**config.mk**
```make
export PLATFORM = sky130hd
export DESIGN_NAME = adc_interface_top
export DESIGN_NICKNAME = d
export VERILOG_FILES = /design/src/adc_pkg.sv /design/src/adc_capture.sv /design/src/adc_sync_edge.sv /design/src/adc_frame_output.sv /design/src/adc_interface_top.sv
export VERILOG_INCLUDE_DIRS = /design/src
export SDC_FILE = /design/constraint.sdc
export NUM_CORES = 1
export LEC_CHECK = 0
export ABC_CLOCK_PERIOD_IN_PS = 2990
export BUFFER_PORTS_ARGS = -buffer_cell sky130_fd_sc_hd__buf_2
export CAP_MARGIN = 20
export CORE_ASPECT_RATIO = 0.9
export CORE_MARGIN = 5
export CORE_UTILIZATION = 52
export DETAILED_ROUTE_END_ITERATION = 12
export PLACE_DENSITY = 0.83
export SYNTH_ARGS = -nofsm -noshare
export SYNTH_HDL_FRONTEND = slang
export SYNTH_SLANG_ARGS = --single-unit
```
**constraint.sdc**
```tcl
create_clock -name adc_clk -period 2.99 [get_ports adc_clk]
set_input_delay 0.598 -clock adc_clk [delete_from_list [all_inputs] [get_ports adc_clk]]
set_output_delay 0.598 -clock adc_clk [all_outputs]
set_load 0.01 [all_outputs]
```
**src/adc_defs.svh**
```systemverilog
`ifndef ADC_DEFS_SVH
`define ADC_DEFS_SVH

// Converter geometry, fixed by the ADC part

// Bits in one I or Q sample word
`define ADC_SAMPLE_W 8

// Samples per channel delivered in one adc_clk cycle
`define ADC_SAMPLES 4

// Clock phases at which the sync level is sampled
`define ADC_PHASES 4

// Width of the cycles-since-sync counter
`define ADC_FRAME_W 12

`endif

```
**src/adc_pkg.sv**
```systemverilog
`default_nettype none

package adc_pkg;

`include "adc_defs.svh"

  // Two's-complement converter sample
  typedef logic [`ADC_SAMPLE_W-1:0] sample_t;

  // Sync level per phase, bit 0 is the earliest phase of the cycle
  typedef logic [`ADC_PHASES-1:0] sync_phase_t;

  // One over-range bit per half cycle, two samples each
  typedef logic [`ADC_SAMPLES/2-1:0] overrange_t;

  // Cycles elapsed since the last sync edge
  typedef logic [`ADC_FRAME_W-1:0] frame_cnt_t;

  localparam frame_cnt_t FRAME_MAX = '1;  // Counter holds here without a new sync edge

endpackage

`default_nettype wire

```
**src/adc_capture.sv**
```systemverilog
`timescale 1ns/1ps
`default_nettype none

module adc_capture (
  input  wire                      adc_clk,
  input  wire                      arst_n,
  input  wire adc_pkg::sample_t    adc_i0,
  input  wire adc_pkg::sample_t    adc_i1,
  input  wire adc_pkg::sample_t    adc_i2,
  input  wire adc_pkg::sample_t    adc_i3,
  input  wire adc_pkg::sample_t    adc_q0,
  input  wire adc_pkg::sample_t    adc_q1,
  input  wire adc_pkg::sample_t    adc_q2,
  input  wire adc_pkg::sample_t    adc_q3,
  input  wire adc_pkg::sync_phase_t adc_sync,
  input  wire adc_pkg::overrange_t adc_overrange,
  output adc_pkg::sample_t         cap_i0,
  output adc_pkg::sample_t         cap_i1,
  output adc_pkg::sample_t         cap_i2,
  output adc_pkg::sample_t         cap_i3,
  output adc_pkg::sample_t         cap_q0,
  output adc_pkg::sample_t         cap_q1,
  output adc_pkg::sample_t         cap_q2,
  output adc_pkg::sample_t         cap_q3,
  output adc_pkg::sync_phase_t     cap_sync,
  output adc_pkg::overrange_t      cap_overrange,
  output logic                     cap_valid
);

  import adc_pkg::*;

  // Pin registers, one per lane
  always_ff @(posedge adc_clk) begin
    cap_i0        <= adc_i0;
    cap_i1        <= adc_i1;
    cap_i2        <= adc_i2;
    cap_i3        <= adc_i3;
    cap_q0        <= adc_q0;
    cap_q1        <= adc_q1;
    cap_q2        <= adc_q2;
    cap_q3        <= adc_q3;
    cap_sync      <= adc_sync;  // Raw phase levels, edge search happens downstream
    cap_overrange <= adc_overrange;
  end

  // Data counts as valid from the first edge after reset release
  always_ff @(posedge adc_clk or negedge arst_n) begin
    if (!arst_n) begin
      cap_valid <= 1'b0;
    end else begin
      cap_valid <= 1'b1;
    end
  end

endmodule

`default_nettype wire

```
**src/adc_sync_edge.sv**
```systemverilog
`timescale 1ns/1ps
`default_nettype none

`include "adc_defs.svh"

module adc_sync_edge (
  input  wire                       adc_clk,
  input  wire                       arst_n,
  input  wire adc_pkg::sample_t     cap_i0,
  input  wire adc_pkg::sample_t     cap_i1,
  input  wire adc_pkg::sample_t     cap_i2,
  input  wire adc_pkg::sample_t     cap_i3,
  input  wire adc_pkg::sample_t     cap_q0,
  input  wire adc_pkg::sample_t     cap_q1,
  input  wire adc_pkg::sample_t     cap_q2,
  input  wire adc_pkg::sample_t     cap_q3,
  input  wire adc_pkg::sync_phase_t cap_sync,
  input  wire adc_pkg::overrange_t  cap_overrange,
  input  wire                       cap_valid,
  output adc_pkg::sample_t          edge_i0,
  output adc_pkg::sample_t          edge_i1,
  output adc_pkg::sample_t          edge_i2,
  output adc_pkg::sample_t          edge_i3,
  output adc_pkg::sample_t          edge_q0,
  output adc_pkg::sample_t          edge_q1,
  output adc_pkg::sample_t          edge_q2,
  output adc_pkg::sample_t          edge_q3,
  output adc_pkg::overrange_t       edge_overrange,
  output adc_pkg::sync_phase_t      sync_mark,
  output logic                      edge_valid
);

  import adc_pkg::*;

  logic        prev_phase3;  // Last phase of the previous valid cycle
  sync_phase_t sync_before;
  sync_phase_t sync_rise;
  sync_phase_t sync_first;

  // Each phase is compared with the one just before it in time
  always_comb begin
    sync_before = {cap_sync[`ADC_PHASES-2:0], prev_phase3};
    sync_rise   = cap_sync & ~sync_before;
    sync_first  = sync_rise & (~sync_rise + sync_phase_t'(1));  // Isolates the lowest set bit
  end

  // Starts high so that a sync already asserted at reset gives no edge
  always_ff @(posedge adc_clk or negedge arst_n) begin
    if (!arst_n) begin
      prev_phase3 <= 1'b1;
    end else if (cap_valid) begin
      prev_phase3 <= cap_sync[`ADC_PHASES-1];
    end
  end

  always_ff @(posedge adc_clk or negedge arst_n) begin
    if (!arst_n) begin
      sync_mark  <= '0;
      edge_valid <= 1'b0;
    end else begin
      sync_mark  <= cap_valid ? sync_first : '0;
      edge_valid <= cap_valid;
    end
  end

  // Samples move alongside the marker so both leave in the same cycle
  always_ff @(posedge adc_clk) begin
    edge_i0        <= cap_i0;
    edge_i1        <= cap_i1;
    edge_i2        <= cap_i2;
    edge_i3        <= cap_i3;
    edge_q0        <= cap_q0;
    edge_q1        <= cap_q1;
    edge_q2        <= cap_q2;
    edge_q3        <= cap_q3;
    edge_overrange <= cap_overrange;
  end

endmodule

`default_nettype wire

```
**src/adc_frame_output.sv**
```systemverilog
`timescale 1ns/1ps
`default_nettype none

module adc_frame_output (
  input  wire                       adc_clk,
  input  wire                       arst_n,
  input  wire adc_pkg::sample_t     edge_i0,
  input  wire adc_pkg::sample_t     edge_i1,
  input  wire adc_pkg::sample_t     edge_i2,
  input  wire adc_pkg::sample_t     edge_i3,
  input  wire adc_pkg::sample_t     edge_q0,
  input  wire adc_pkg::sample_t     edge_q1,
  input  wire adc_pkg::sample_t     edge_q2,
  input  wire adc_pkg::sample_t     edge_q3,
  input  wire adc_pkg::overrange_t  edge_overrange,
  input  wire adc_pkg::sync_phase_t sync_mark,
  input  wire                       edge_valid,
  input  wire                       overrange_clear,
  output adc_pkg::sample_t          user_datai0,
  output adc_pkg::sample_t          user_datai1,
  output adc_pkg::sample_t          user_datai2,
  output adc_pkg::sample_t          user_datai3,
  output adc_pkg::sample_t          user_dataq0,
  output adc_pkg::sample_t          user_dataq1,
  output adc_pkg::sample_t          user_dataq2,
  output adc_pkg::sample_t          user_dataq3,
  output adc_pkg::sync_phase_t      user_sync,
  output adc_pkg::overrange_t       user_overrange,
  output logic                      user_overrange_sticky,
  output adc_pkg::frame_cnt_t       user_frame_count,
  output logic                      user_data_valid
);

  import adc_pkg::*;

  logic       clear_d1;
  logic       clear_d2;  // Lines up with the item now leaving the sync stage
  logic       sticky_held;
  logic       overrange_hit;
  frame_cnt_t count_next;

  always_comb begin
    sticky_held   = user_overrange_sticky & ~clear_d2;
    overrange_hit = edge_valid & (|edge_overrange);  // A new hit beats a clear
    if (!edge_valid) begin
      count_next = user_frame_count;
    end else if (|sync_mark) begin
      count_next = '0;
    end else if (user_frame_count == FRAME_MAX) begin
      count_next = FRAME_MAX;
    end else begin
      count_next = user_frame_count + frame_cnt_t'(1);
    end
  end

  always_ff @(posedge adc_clk or negedge arst_n) begin
    if (!arst_n) begin
      clear_d1              <= 1'b0;
      clear_d2              <= 1'b0;
      user_sync             <= '0;
      user_overrange_sticky <= 1'b0;
      user_frame_count      <= '0;
      user_data_valid       <= 1'b0;
    end else begin
      clear_d1              <= overrange_clear;
      clear_d2              <= clear_d1;
      user_sync             <= sync_mark;
      user_overrange_sticky <= sticky_held | overrange_hit;
      user_frame_count      <= count_next;
      user_data_valid       <= edge_valid;
    end
  end

  always_ff @(posedge adc_clk) begin
    user_datai0    <= edge_i0;
    user_datai1    <= edge_i1;
    user_datai2    <= edge_i2;
    user_datai3    <= edge_i3;
    user_dataq0    <= edge_q0;
    user_dataq1    <= edge_q1;
    user_dataq2    <= edge_q2;
    user_dataq3    <= edge_q3;
    user_overrange <= edge_overrange;
  end

endmodule

`default_nettype wire

```
**src/adc_interface_top.sv**
```systemverilog
`timescale 1ns/1ps
`default_nettype none

module adc_interface_top (
  input  wire                       adc_clk,
  input  wire                       arst_n,
  input  wire adc_pkg::sample_t     adc_i0,
  input  wire adc_pkg::sample_t     adc_i1,
  input  wire adc_pkg::sample_t     adc_i2,
  input  wire adc_pkg::sample_t     adc_i3,
  input  wire adc_pkg::sample_t     adc_q0,
  input  wire adc_pkg::sample_t     adc_q1,
  input  wire adc_pkg::sample_t     adc_q2,
  input  wire adc_pkg::sample_t     adc_q3,
  input  wire adc_pkg::sync_phase_t adc_sync,
  input  wire adc_pkg::overrange_t  adc_overrange,
  input  wire                       overrange_clear,
  output wire adc_pkg::sample_t     user_datai0,
  output wire adc_pkg::sample_t     user_datai1,
  output wire adc_pkg::sample_t     user_datai2,
  output wire adc_pkg::sample_t     user_datai3,
  output wire adc_pkg::sample_t     user_dataq0,
  output wire adc_pkg::sample_t     user_dataq1,
  output wire adc_pkg::sample_t     user_dataq2,
  output wire adc_pkg::sample_t     user_dataq3,
  output wire adc_pkg::sync_phase_t user_sync,
  output wire adc_pkg::overrange_t  user_overrange,
  output wire                       user_overrange_sticky,
  output wire adc_pkg::frame_cnt_t  user_frame_count,
  output wire                       user_data_valid
);

  import adc_pkg::*;

  // Capture to sync-edge stage
  wire sample_t     cap_i0, cap_i1, cap_i2, cap_i3;
  wire sample_t     cap_q0, cap_q1, cap_q2, cap_q3;
  wire sync_phase_t cap_sync;
  wire overrange_t  cap_overrange;
  wire              cap_valid;

  // Sync-edge to output stage
  wire sample_t     edge_i0, edge_i1, edge_i2, edge_i3;
  wire sample_t     edge_q0, edge_q1, edge_q2, edge_q3;
  wire overrange_t  edge_overrange;
  wire sync_phase_t sync_mark;
  wire              edge_valid;

  // Port names match the wire names stage to stage
  adc_capture capture_i (.*);

  adc_sync_edge sync_edge_i (.*);

  adc_frame_output frame_output_i (.*);

endmodule

`default_nettype wire

```
# Word level (Yosys, flattened, before mapping)
# Cells that the tools add are included.
dict set report totals {
  inputBits 73
  register_bits 229
}
dict set report op_classes {
  n_addsub 2
  n_reduce_logical 2
  bitwise 8
  mux 3
  eq_ne 1
}
# operator n
set ops {}
lappend ops {{$mux 12} 2}
lappend ops {{$add 12x1->12 const B} 1}
lappend ops {{$eq 12x12->1 const B} 1}
lappend ops {{$and 4x4->4} 2}
lappend ops {{$not 4->4} 2}
lappend ops {{$add 4x1->4 const B} 1}
lappend ops {{$mux 4} 1}
lappend ops {{$reduce_or 4->1} 1}
lappend ops {{$and 1x1->1} 2}
lappend ops {{$reduce_or 2->1} 1}
lappend ops {{$not 1->1} 1}
lappend ops {{$or 1x1->1} 1}

# Logic depth before layout (Yosys ltp)
# Gate-level depths: netlist of run 1.
dict set report depth {
  word_depth 6
  ltp_mapped 6
  depth_no_buf 5
}

# By module
# A second synthesis of run 1 with hierarchy kept.
dict set report unflattened {
  cells_unflattened 305
  hier_area_um2 5217.5
}
# mod cells_per_inst n_inst seq_area_each_um2 area_each_um2
set by_module_without_submodules {}
lappend by_module_without_submodules {adc_frame_output 153 1 1821.7 2233.4}
lappend by_module_without_submodules {adc_sync_edge 80 1 1472.7 1554.0}
lappend by_module_without_submodules {adc_capture 72 1 1426.4 1430.1}

# Least setup slack after synthesis of run 1
# OpenSTA, ideal clock, no wires.
dict set report synth_path {
  kind {register to register}
  from {register frame_output_i.user_frame_count[0]}
  to {register frame_output_i.user_frame_count[0]}
  setup_time_ns 0.075
  stages_incl_launch_ff 7
  slack_ns 1.273
  path_buffers 1
  synth_period_minus_slack_ns 1.717
  arrival_time_ns 1.643
  path_cell_list {dfrtp_1 -> ha_1 -> nand3_2 -> or4_4 -> buf_6 -> a21o_1 -> o21ai_2}
}
dict set report synth_between {
  elab_chain_cells 3
  elab_cells_between_ends 4
  cone_classes {add/sub (1); eq/ne (1); mux (2)}
}
# item line
set synth_rtl {}
lappend synth_rtl {{start, declared} adc_frame_output.sv:30} ;# output adc_pkg::frame_cnt_t user_frame_count,
lappend synth_rtl {{start signal, assigned} adc_frame_output.sv:69} ;# user_frame_count <= count_next;
lappend synth_rtl {{$add 12x1->12 / $eq 12x12->1 (equally long branches)} {adc_frame_output.sv:52, adc_frame_output.sv:49}}
lappend synth_rtl {{$mux 12 (*)} adc_frame_output.sv:49} ;# end else if (user_frame_count == FRAME_MAX) begin
lappend synth_rtl {{$mux 12 (*)} adc_frame_output.sv:47} ;# end else if (|sync_mark) begin
# Mark *: on every way between the ends. The rest lies on a longest branch, timed or not.
# A chain may end at the register's enable or synchronous reset.

# Worst setup path in the final report of run 1
dict set report layout_path {
  from {register frame_output_i.user_frame_count[0]}
  to {register frame_output_i.user_frame_count[6]}
}
# Same word-level chain as after synthesis.

==> out/summary.txt, run 1 <==
clock transition at the registers of the reported paths -> 60 ps
biggest area contributors in the synthesized netlist -> dfxtp_1, dfrtp_1, o21ai_0
pin count of the biggest net entering global routing -> 28
Area Overhead vs Synth -> 29.3%
final count of pins violating max slew -> 0
count of antenna-violating nets left after detailed routing -> 0
top cells by count, synth -> dfxtp_1, dfrtp_1, o21ai_0
outcome -> completed
DP Area -> 6120 um^2
post-route standard cell area excluding fillers -> 6720 um^2
sequential cell area fraction in the yosys report -> 0.908
synth unique cells -> 35
number of hold-repair buffers added at the cts stage -> 0
Tmin final -> 1830 ps
fraction of post-synthesis cell area in the top cell type by area -> 0.778
beginning of the worst register-to-register path -> frame_output_i.user_frame_count[0]$_DFFE_PN0P_
Max-slew headroom -> 0.615
routed via count -> 2840
Global Route Usage Sum -> 0.167
Synth Cell Area -> 5200 um^2
Worst Setup Start Kind -> register
register-to-register setup slack -> 1160 ps
final worst clock skew -> 15.6 ps
post-synthesis instance total -> 306
yosys warns -> 0
fraction of registers with async set/reset -> 0.118
highest attainable clock frequency -> 0.545 GHz
Resized cells post-CTS -> 0
die area -> 12100 um^2
Setup WS post-layout -> 1160 ps
fraction of layout cells with a size suffix above 1 -> 0.395
flip-flop count of the largest register after layout -> 12
total power consumption of the routed design -> 5.77 mW
floorplan die width -> 115 um
final weighted congestion in routability-driven placement -> 0.799
most frequently used cell type in the post-synthesis netlist -> dfxtp_1
number of antenna repair diodes -> 0
P per Cell Area -> 859 nW/um^2
DRC errors left -> 0
Clock Latency Late Sink -> 550 ps
Placeable Area -> 9740 um^2
wirelength, routed -> 9790 um
logic depth of the worst register-to-register path -> 5
net total in the final layout -> 555
number of clock sinks seen by CTS -> 229
TritonCTS clock tree -> built
worst min-delay path category -> in2async
Crit path required time -> 3470 ps
peak supply drop -> 0.000655 V
number of iterations in the first detailed-routing pass -> 5
kind of end point of the critical path -> register
final setup fails -> 0
wire length of the first global-routing pass -> 16000 um
post-CTS setup buffer count -> 0
post-detail-place hpwl -> 6800 um
height of the die -> 105 um
wire length per cell after detailed routing -> 15.8 um
transition time at the pin with the least slew margin -> 578 ps
Detailed Route Iter0 Violations -> 296
count of maximum capacitance violations -> 0
CTS Buf Count -> 20
Via density -> 4.58
DP Worst Slack -> 1190 ps
Std-Cell Rows -> 34
cell taking the most area after synthesis -> dfxtp_1
Worst Path Class, Setup -> reg2reg
number of global-route vias before repair -> 3081
Worst EP arrival -> 2310 ps
count of buffers inserted at the top-level ports -> 156
number of hold violations in the final report -> 0
worst-path maximum fanout -> 10
post-route fraction of the period consumed by the critical path -> 0.614
H-tree level count -> 1
Post-Synthesis Net Count -> 380
mean post-synth cell area -> 17.0 um^2
CTS root buffer -> clkbuf_8
Top FF cell, synth -> dfxtp_1
number of enable flip-flop cells after synthesis -> 0
clock buffer depth -> 3
starting density of the core -> 0.534
Static Leakage -> 3.14 nW
number of synthesized register bits -> 229
antenna violations before repair -> 1
register bank with the most flops -> frame_output_i.user_frame_count
setup repair after global routing missed its margin -> no
overflow left after global routing -> 0
I/O pin cnt -> 157
sum of negative setup slack -> 0 ps
FF-to-FF End -> frame_output_i.user_frame_count[6]$_DFFE_PN0P_
cell type report:
class / instances / area, um^2
Fill cell: 627 / 3020
Inverter: 8 / 30.0
Clock inverter: 5 / 50.0
Timing Repair Buffer: 156 / 781
Sequential cell: 229 / 4720
Tap cell: 126 / 158
Clock buffer: 30 / 554
Multi-Input combinational cell: 66 / 430
through the flow:
stage | cells | util | hold WS [ps]
after floorplan | 306 | - | 302
after global placement | 585 | 0.628 | 310
after detailed placement | 585 | 0.628 | 312
after CTS | 620 | 0.690 | 39.2
after global routing | 620 | 0.690 | 78.2
final | 620 | 0.690 | 45.3
cells in the final DEF, fill, tap and decap left out, drive strengths merged:
cell	netlist	routed
and2	1	1
o2bb2ai	1	1
dfxtp	202	202
and3	2	2
o41ai	3	3
a21boi	1	1
dfrtp	26	26
dfstp	1	1
nor3	3	3
o22ai	1	1
nand2	7	7
inv	8	8
buf	1	156
nor2	4	4
or4	1	1
conb	1	1
nor2b	1	1
o31a	1	1
a21o	1	1
a21bo	1	1
o21ai	14	14
nand4	2	2
a2111oi	1	1
nor4	2	2
a21oi	3	3
a22o	7	7
o31ai	2	2
nand3	3	3
clkinv	0	5
a31o	1	1
or2	1	1
clkbuf	2	30
ha	1	1
kinds of logic after synthesis:
family | after synthesis | synth area share
AOI/OAI and AO/OA | 37 | 0.0508
adders and majority gates | 1 | 0.00241
buffers and inverters | 11 | 0.00938
DFF | 229 | 0.908
other | 1 | 0.000721
and+or+nand+nor | 27 | 0.0289
where the power goes:
part / leakage [nW] / switching (mW) / total (mW) / internal (mW)
sequential: 2.06 / 0.0597 / 3.28 / 3.22
combinational: 0.784 / 0.108 / 0.205 / 0.0965
clock: 0.300 / 1.01 / 2.29 / 1.27
how the worst max path moves through the flow:
stage | startpoint | slack, ps | to
finish | frame_output_i.user_frame_count[0]$_DFFE_PN0P_ | 1160 | frame_output_i.user_frame_count[6]$_DFFE_PN0P_
detailed placement | frame_output_i.user_frame_count[0]$_DFFE_PN0P_ | 1190 | frame_output_i.user_frame_count[6]$_DFFE_PN0P_
global placement | frame_output_i.user_frame_count[0]$_DFFE_PN0P_ | 1330 | frame_output_i.user_frame_count[8]$_DFFE_PN0P_
floorplan | frame_output_i.user_frame_count[0]$_DFFE_PN0P_ | 1270 | frame_output_i.user_frame_count[0]$_DFFE_PN0P_
global route | frame_output_i.user_frame_count[0]$_DFFE_PN0P_ | 1050 | frame_output_i.user_frame_count[7]$_DFFE_PN0P_
CTS | frame_output_i.user_frame_count[0]$_DFFE_PN0P_ | 1170 | frame_output_i.user_frame_count[6]$_DFFE_PN0P_
metal layers:
metal | up-vias | GRT usage | routed length [um]
met2 | 177 | 0.286 | 4810
met5 | - | 0 | 13
met1 | 1288 | 0.187 | 3440
li1 | 1357 | - | -
met3 | 16 | 0.0827 | 1380
met4 | 2 | 0.0386 | 152
worst max-delay path: stages (launching register included):
cell     delay [ps]
dfrtp_1         440
ha_1            240
nand3_2         150
or4_4           630
o21ai_0         140
a22o_1          170
(Power assumes the default switching activity.)
==> run 2: changes to the inputs <==
--- a/config.mk
+++ b/config.mk
@@ -6,14 +6,15 @@
 export SDC_FILE = /design/constraint.sdc
 export NUM_CORES = 1
 export LEC_CHECK = 0
-export ABC_CLOCK_PERIOD_IN_PS = 2990
+export ABC_AREA = 1
+export ABC_CLOCK_PERIOD_IN_PS = 1900
 export BUFFER_PORTS_ARGS = -buffer_cell sky130_fd_sc_hd__buf_2
 export CAP_MARGIN = 20
 export CORE_ASPECT_RATIO = 0.9
 export CORE_MARGIN = 5
-export CORE_UTILIZATION = 52
+export CORE_UTILIZATION = 49
 export DETAILED_ROUTE_END_ITERATION = 12
-export PLACE_DENSITY = 0.83
+export PLACE_DENSITY = 0.78
 export SYNTH_ARGS = -nofsm -noshare
 export SYNTH_HDL_FRONTEND = slang
 export SYNTH_SLANG_ARGS = --single-unit
==> constraint.sdc (replaced) <==
create_clock -name adc_clk -period 1.9 [get_ports adc_clk]
set_input_delay 0.38 -clock adc_clk [delete_from_list [all_inputs] [get_ports adc_clk]]
set_output_delay 0.38 -clock adc_clk [all_outputs]
set_load 0.01 [all_outputs]
==> out/summary.txt, run 2 <==
overflow left after global routing -> 0 (unchanged)
flip-flop count of the largest register after layout -> 12 (unchanged)
H-tree level count -> 1 (unchanged)
final count of pins violating max slew -> 0 (unchanged)
count of antenna-violating nets left after detailed routing -> 0 (unchanged)
post-synthesis instance total -> 346 (was 306)
Area Overhead vs Synth -> 43.2% (was 29.3%)
Worst Setup Start Kind -> register (unchanged)
final setup fails -> 0 (unchanged)
synthesized-area fraction occupied by xor and xnor cells -> 0.00165 (was 0)
DP Worst Slack -> 322 ps (was 1190 ps)
adder-cell area share of the yosys netlist -> 0.00236 (was 0.00241)
antenna violations before repair -> 1 (unchanged)
Std-Cell Rows -> 36 (was 34)
most frequently used cell type in the post-synthesis netlist -> dfxtp_1 (unchanged)
mean post-synth cell area -> 15.3 um^2 (was 17.0 um^2)
Static Leakage -> 3.63 nW (was 3.14 nW)
Top FF cell, synth -> dfxtp_1 (unchanged)
P per Cell Area -> 1290 nW/um^2 (was 859 nW/um^2)
Synth Cell Area -> 5300 um^2 (was 5200 um^2)
fraction of post-synthesis cell area in the top cell type by area -> 0.763 (was 0.778)
setup repair after global routing missed its margin -> no (unchanged)
worst min-delay path category -> in2reg (was in2async)
post-route standard cell area excluding fillers -> 7590 um^2 (was 6720 um^2)
worst-path maximum fanout -> 11 (was 10)
cell taking the most area after synthesis -> dfxtp_1 (unchanged)
highest attainable clock frequency -> 0.624 GHz (was 0.545 GHz)
layout filler cell count -> 671 (was 627)
outcome -> completed (unchanged)
Crit path required time -> 2290 ps (was 3470 ps)
post-route fraction of the period consumed by the critical path -> 0.843 (was 0.614)
share of the synthesized area in compound gates (AO/OA/AOI/OAI) -> 0.0134 (was 0.0508)
clock transition at the registers of the reported paths -> 70 ps (was 60 ps)
transition time at the pin with the least slew margin -> 621 ps (was 578 ps)
final worst clock skew -> 18.8 ps (was 15.6 ps)
final weighted congestion in routability-driven placement -> 0.807 (was 0.799)
wire length of the first global-routing pass -> 18700 um (was 16000 um)
largest family of logic cells by synthesized area -> simple AND/OR/NAND/NOR gates (was compound AO/OA/AOI/OAI gates)
TritonCTS clock tree -> built (unchanged)
Register Area -> 4720 um^2 (unchanged)
count of buffers inserted at the top-level ports -> 156 (unchanged)
DP Area -> 6240 um^2 (was 6120 um^2)
CTS root buffer -> clkbuf_16 (was clkbuf_8)
synth unique cells -> 26 (was 35)
I/O pin cnt -> 157 (unchanged)
Resized cells post-CTS -> 0 (unchanged)
number of iterations in the first detailed-routing pass -> 4 (was 5)
net total in the final layout -> 663 (was 555)
Post-Synthesis Net Count -> 420 (was 380)
Setup WS post-layout -> 298 ps (was 1160 ps)
Worst EP arrival -> 1990 ps (was 2310 ps)
commonest non-fill, non-tap cell in the layout -> dfxtp_1 (unchanged)
wirelength, routed -> 12700 um (was 9790 um)
pin count of the biggest net entering global routing -> 28 (unchanged)
count of maximum capacitance violations -> 0 (unchanged)
wire length per cell after detailed routing -> 17.2 um (was 15.8 um)
peak supply drop -> 0.000826 V (was 0.000655 V)
number of hold-repair buffers added at the cts stage -> 59 (was 0)
proportion of synthesized area in mux cells -> 0 (unchanged)
Detailed Route Iter0 Violations -> 165 (was 296)
routed via count -> 3277 (was 2840)
biggest area contributors in the synthesized netlist -> dfxtp_1, dfrtp_1, nand2_1 (was dfxtp_1, dfrtp_1, o21ai_0)
Max-slew headroom -> 0.586 (was 0.615)
Global Route Usage Sum -> 0.187 (was 0.167)
number of hold violations in the final report -> 0 (unchanged)
register bank with the most flops -> frame_output_i.user_frame_count (unchanged)
die area -> 13000 um^2 (was 12100 um^2)
top cells by count, synth -> dfxtp_1, nand2_1, dfrtp_1 (was dfxtp_1, dfrtp_1, o21ai_0)
floorplan die width -> 120 um (was 115 um)
yosys warns -> 0 (unchanged)
height of the die -> 109 um (was 105 um)
post-CTS setup buffer count -> 0 (unchanged)
number of global-route vias before repair -> 3522 (was 3081)
Placeable Area -> 10700 um^2 (was 9740 um^2)
fraction of the mapped netlist area in simple logic gates -> 0.0774 (was 0.0289)
fraction of registers with async set/reset -> 0.118 (unchanged)
Tmin final -> 1600 ps (was 1830 ps)
Multi-input gate area -> 507 um^2 (was 430 um^2)
kind of end point of the critical path -> register (unchanged)
CTS Buf Count -> 21 (was 20)
Clock Latency Late Sink -> 490 ps (was 550 ps)
Worst Path Class, Setup -> reg2reg (unchanged)
starting density of the core -> 0.495 (was 0.534)
Via density -> 4.44 (was 4.58)
number of enable flip-flop cells after synthesis -> 0 (unchanged)
number of clock sinks seen by CTS -> 229 (unchanged)
DRC errors left -> 0 (unchanged)
fraction of layout cells with a size suffix above 1 -> 0.341 (was 0.395)
sum of negative setup slack -> 0 ps (unchanged)
clock buffer depth -> 3 (unchanged)
post-detail-place hpwl -> 6530 um (was 6800 um)
number of synthesized register bits -> 229 (unchanged)
sequential cell area fraction in the yosys report -> 0.890 (was 0.908)
top library cells by usage in the layout, fill and taps aside -> dfxtp_1, buf_2, dlygate4sd3_1 (was dfxtp_1, buf_2, dfrtp_1)
## run 2: changes by cell type after synthesis, sizes merged, moves of 4 or more
| cell | before | now |
|---|---|---|
| nor2 | 4 | 10 |
| o21ai | 14 | 10 |
| inv | 8 | 15 |
| a22o | 7 | 0 |
| nand3 | 3 | 12 |
| nand2 | 7 | 54 |
## run 2: path summary, 6_finish.rpt
kind	startpoint	to	cells past startpoint	slack (ps)
worst min register to register	sync_edge_i.edge_i3[4]$_DFF_P_	frame_output_i.user_datai3[4]$_DFF_P_	0	320
worst max-delay path	frame_output_i.user_frame_count[0]$_DFFE_PN0P_	frame_output_i.user_frame_count[3]$_DFFE_PN0P_	7	300
worst min-delay path	adc_i3[3]	capture_i.cap_i3[3]$_DFF_P_	1	20
min in group asynchronous	arst_n	frame_output_i.clear_d1$_DFF_PN0_	2	460
max in group asynchronous	arst_n	sync_edge_i.sync_mark[0]$_DFF_PN0_	2	1020
worst max register to register	frame_output_i.user_frame_count[0]$_DFFE_PN0P_	frame_output_i.user_frame_count[3]$_DFFE_PN0P_	7	300
## run 2: cell type report
type | count | share of cell area
sequential | 229 | 0.622
timing repair buffer | 222 | 0.190
clock buffer | 35 | 0.0895
multi-input combinational | 100 | 0.0668
tap | 133 | 0.0219
inverter | 15 | 0.00742
clock inverter | 3 | 0.00264
antenna | 1 | 0.000330
## run 2: layer usage
metal  part of all wire  up-vias  global-route usage
met5                  0        -                   0
met4              0.015        0              0.0540
met3              0.098       12              0.0820
met2               0.52      132               0.327
met1               0.37     1563               0.209
li1                   -     1570                   -
## run 2: critical path: stages, from the launching register on
cell,delay [ps]
dfrtp_1,420
ha_1,210
nand2_2,100
nor2_4,180
nand3_2,300
nand3_1,170
nand2_1,60
o21ai_1,80
## run 2: through the flow
stage	total power, mW	util	std cells	hold WS (ps)
finish	9.81	0.708	738	15.6
global route	10.2	0.708	738	-1.36
CTS	9.76	0.702	731	0.487
detailed placement	5.60	0.582	634	312
global placement	5.57	0.582	634	310
floorplan	5.37	-	346	84.4
## run 2: report_power, final
part | switching (mW) | leakage [nW] | internal [mW] | total, mW
clock | 1.73 | 0.347 | 2.45 | 4.17
combinational | 0.221 | 1.22 | 0.237 | 0.458
sequential | 0.101 | 2.06 | 5.07 | 5.17
## run 2: cell families (layout without fill, tap and decap cells)
family,count (synthesis),after routing
AOI/OAI and AO/OA,12,12
xor gates and xnor gates,1,1
adders and majority gates,1,1
buffers and inverters,17,275
DFF,229,229
other,1,2
and+or+nand+nor,85,85
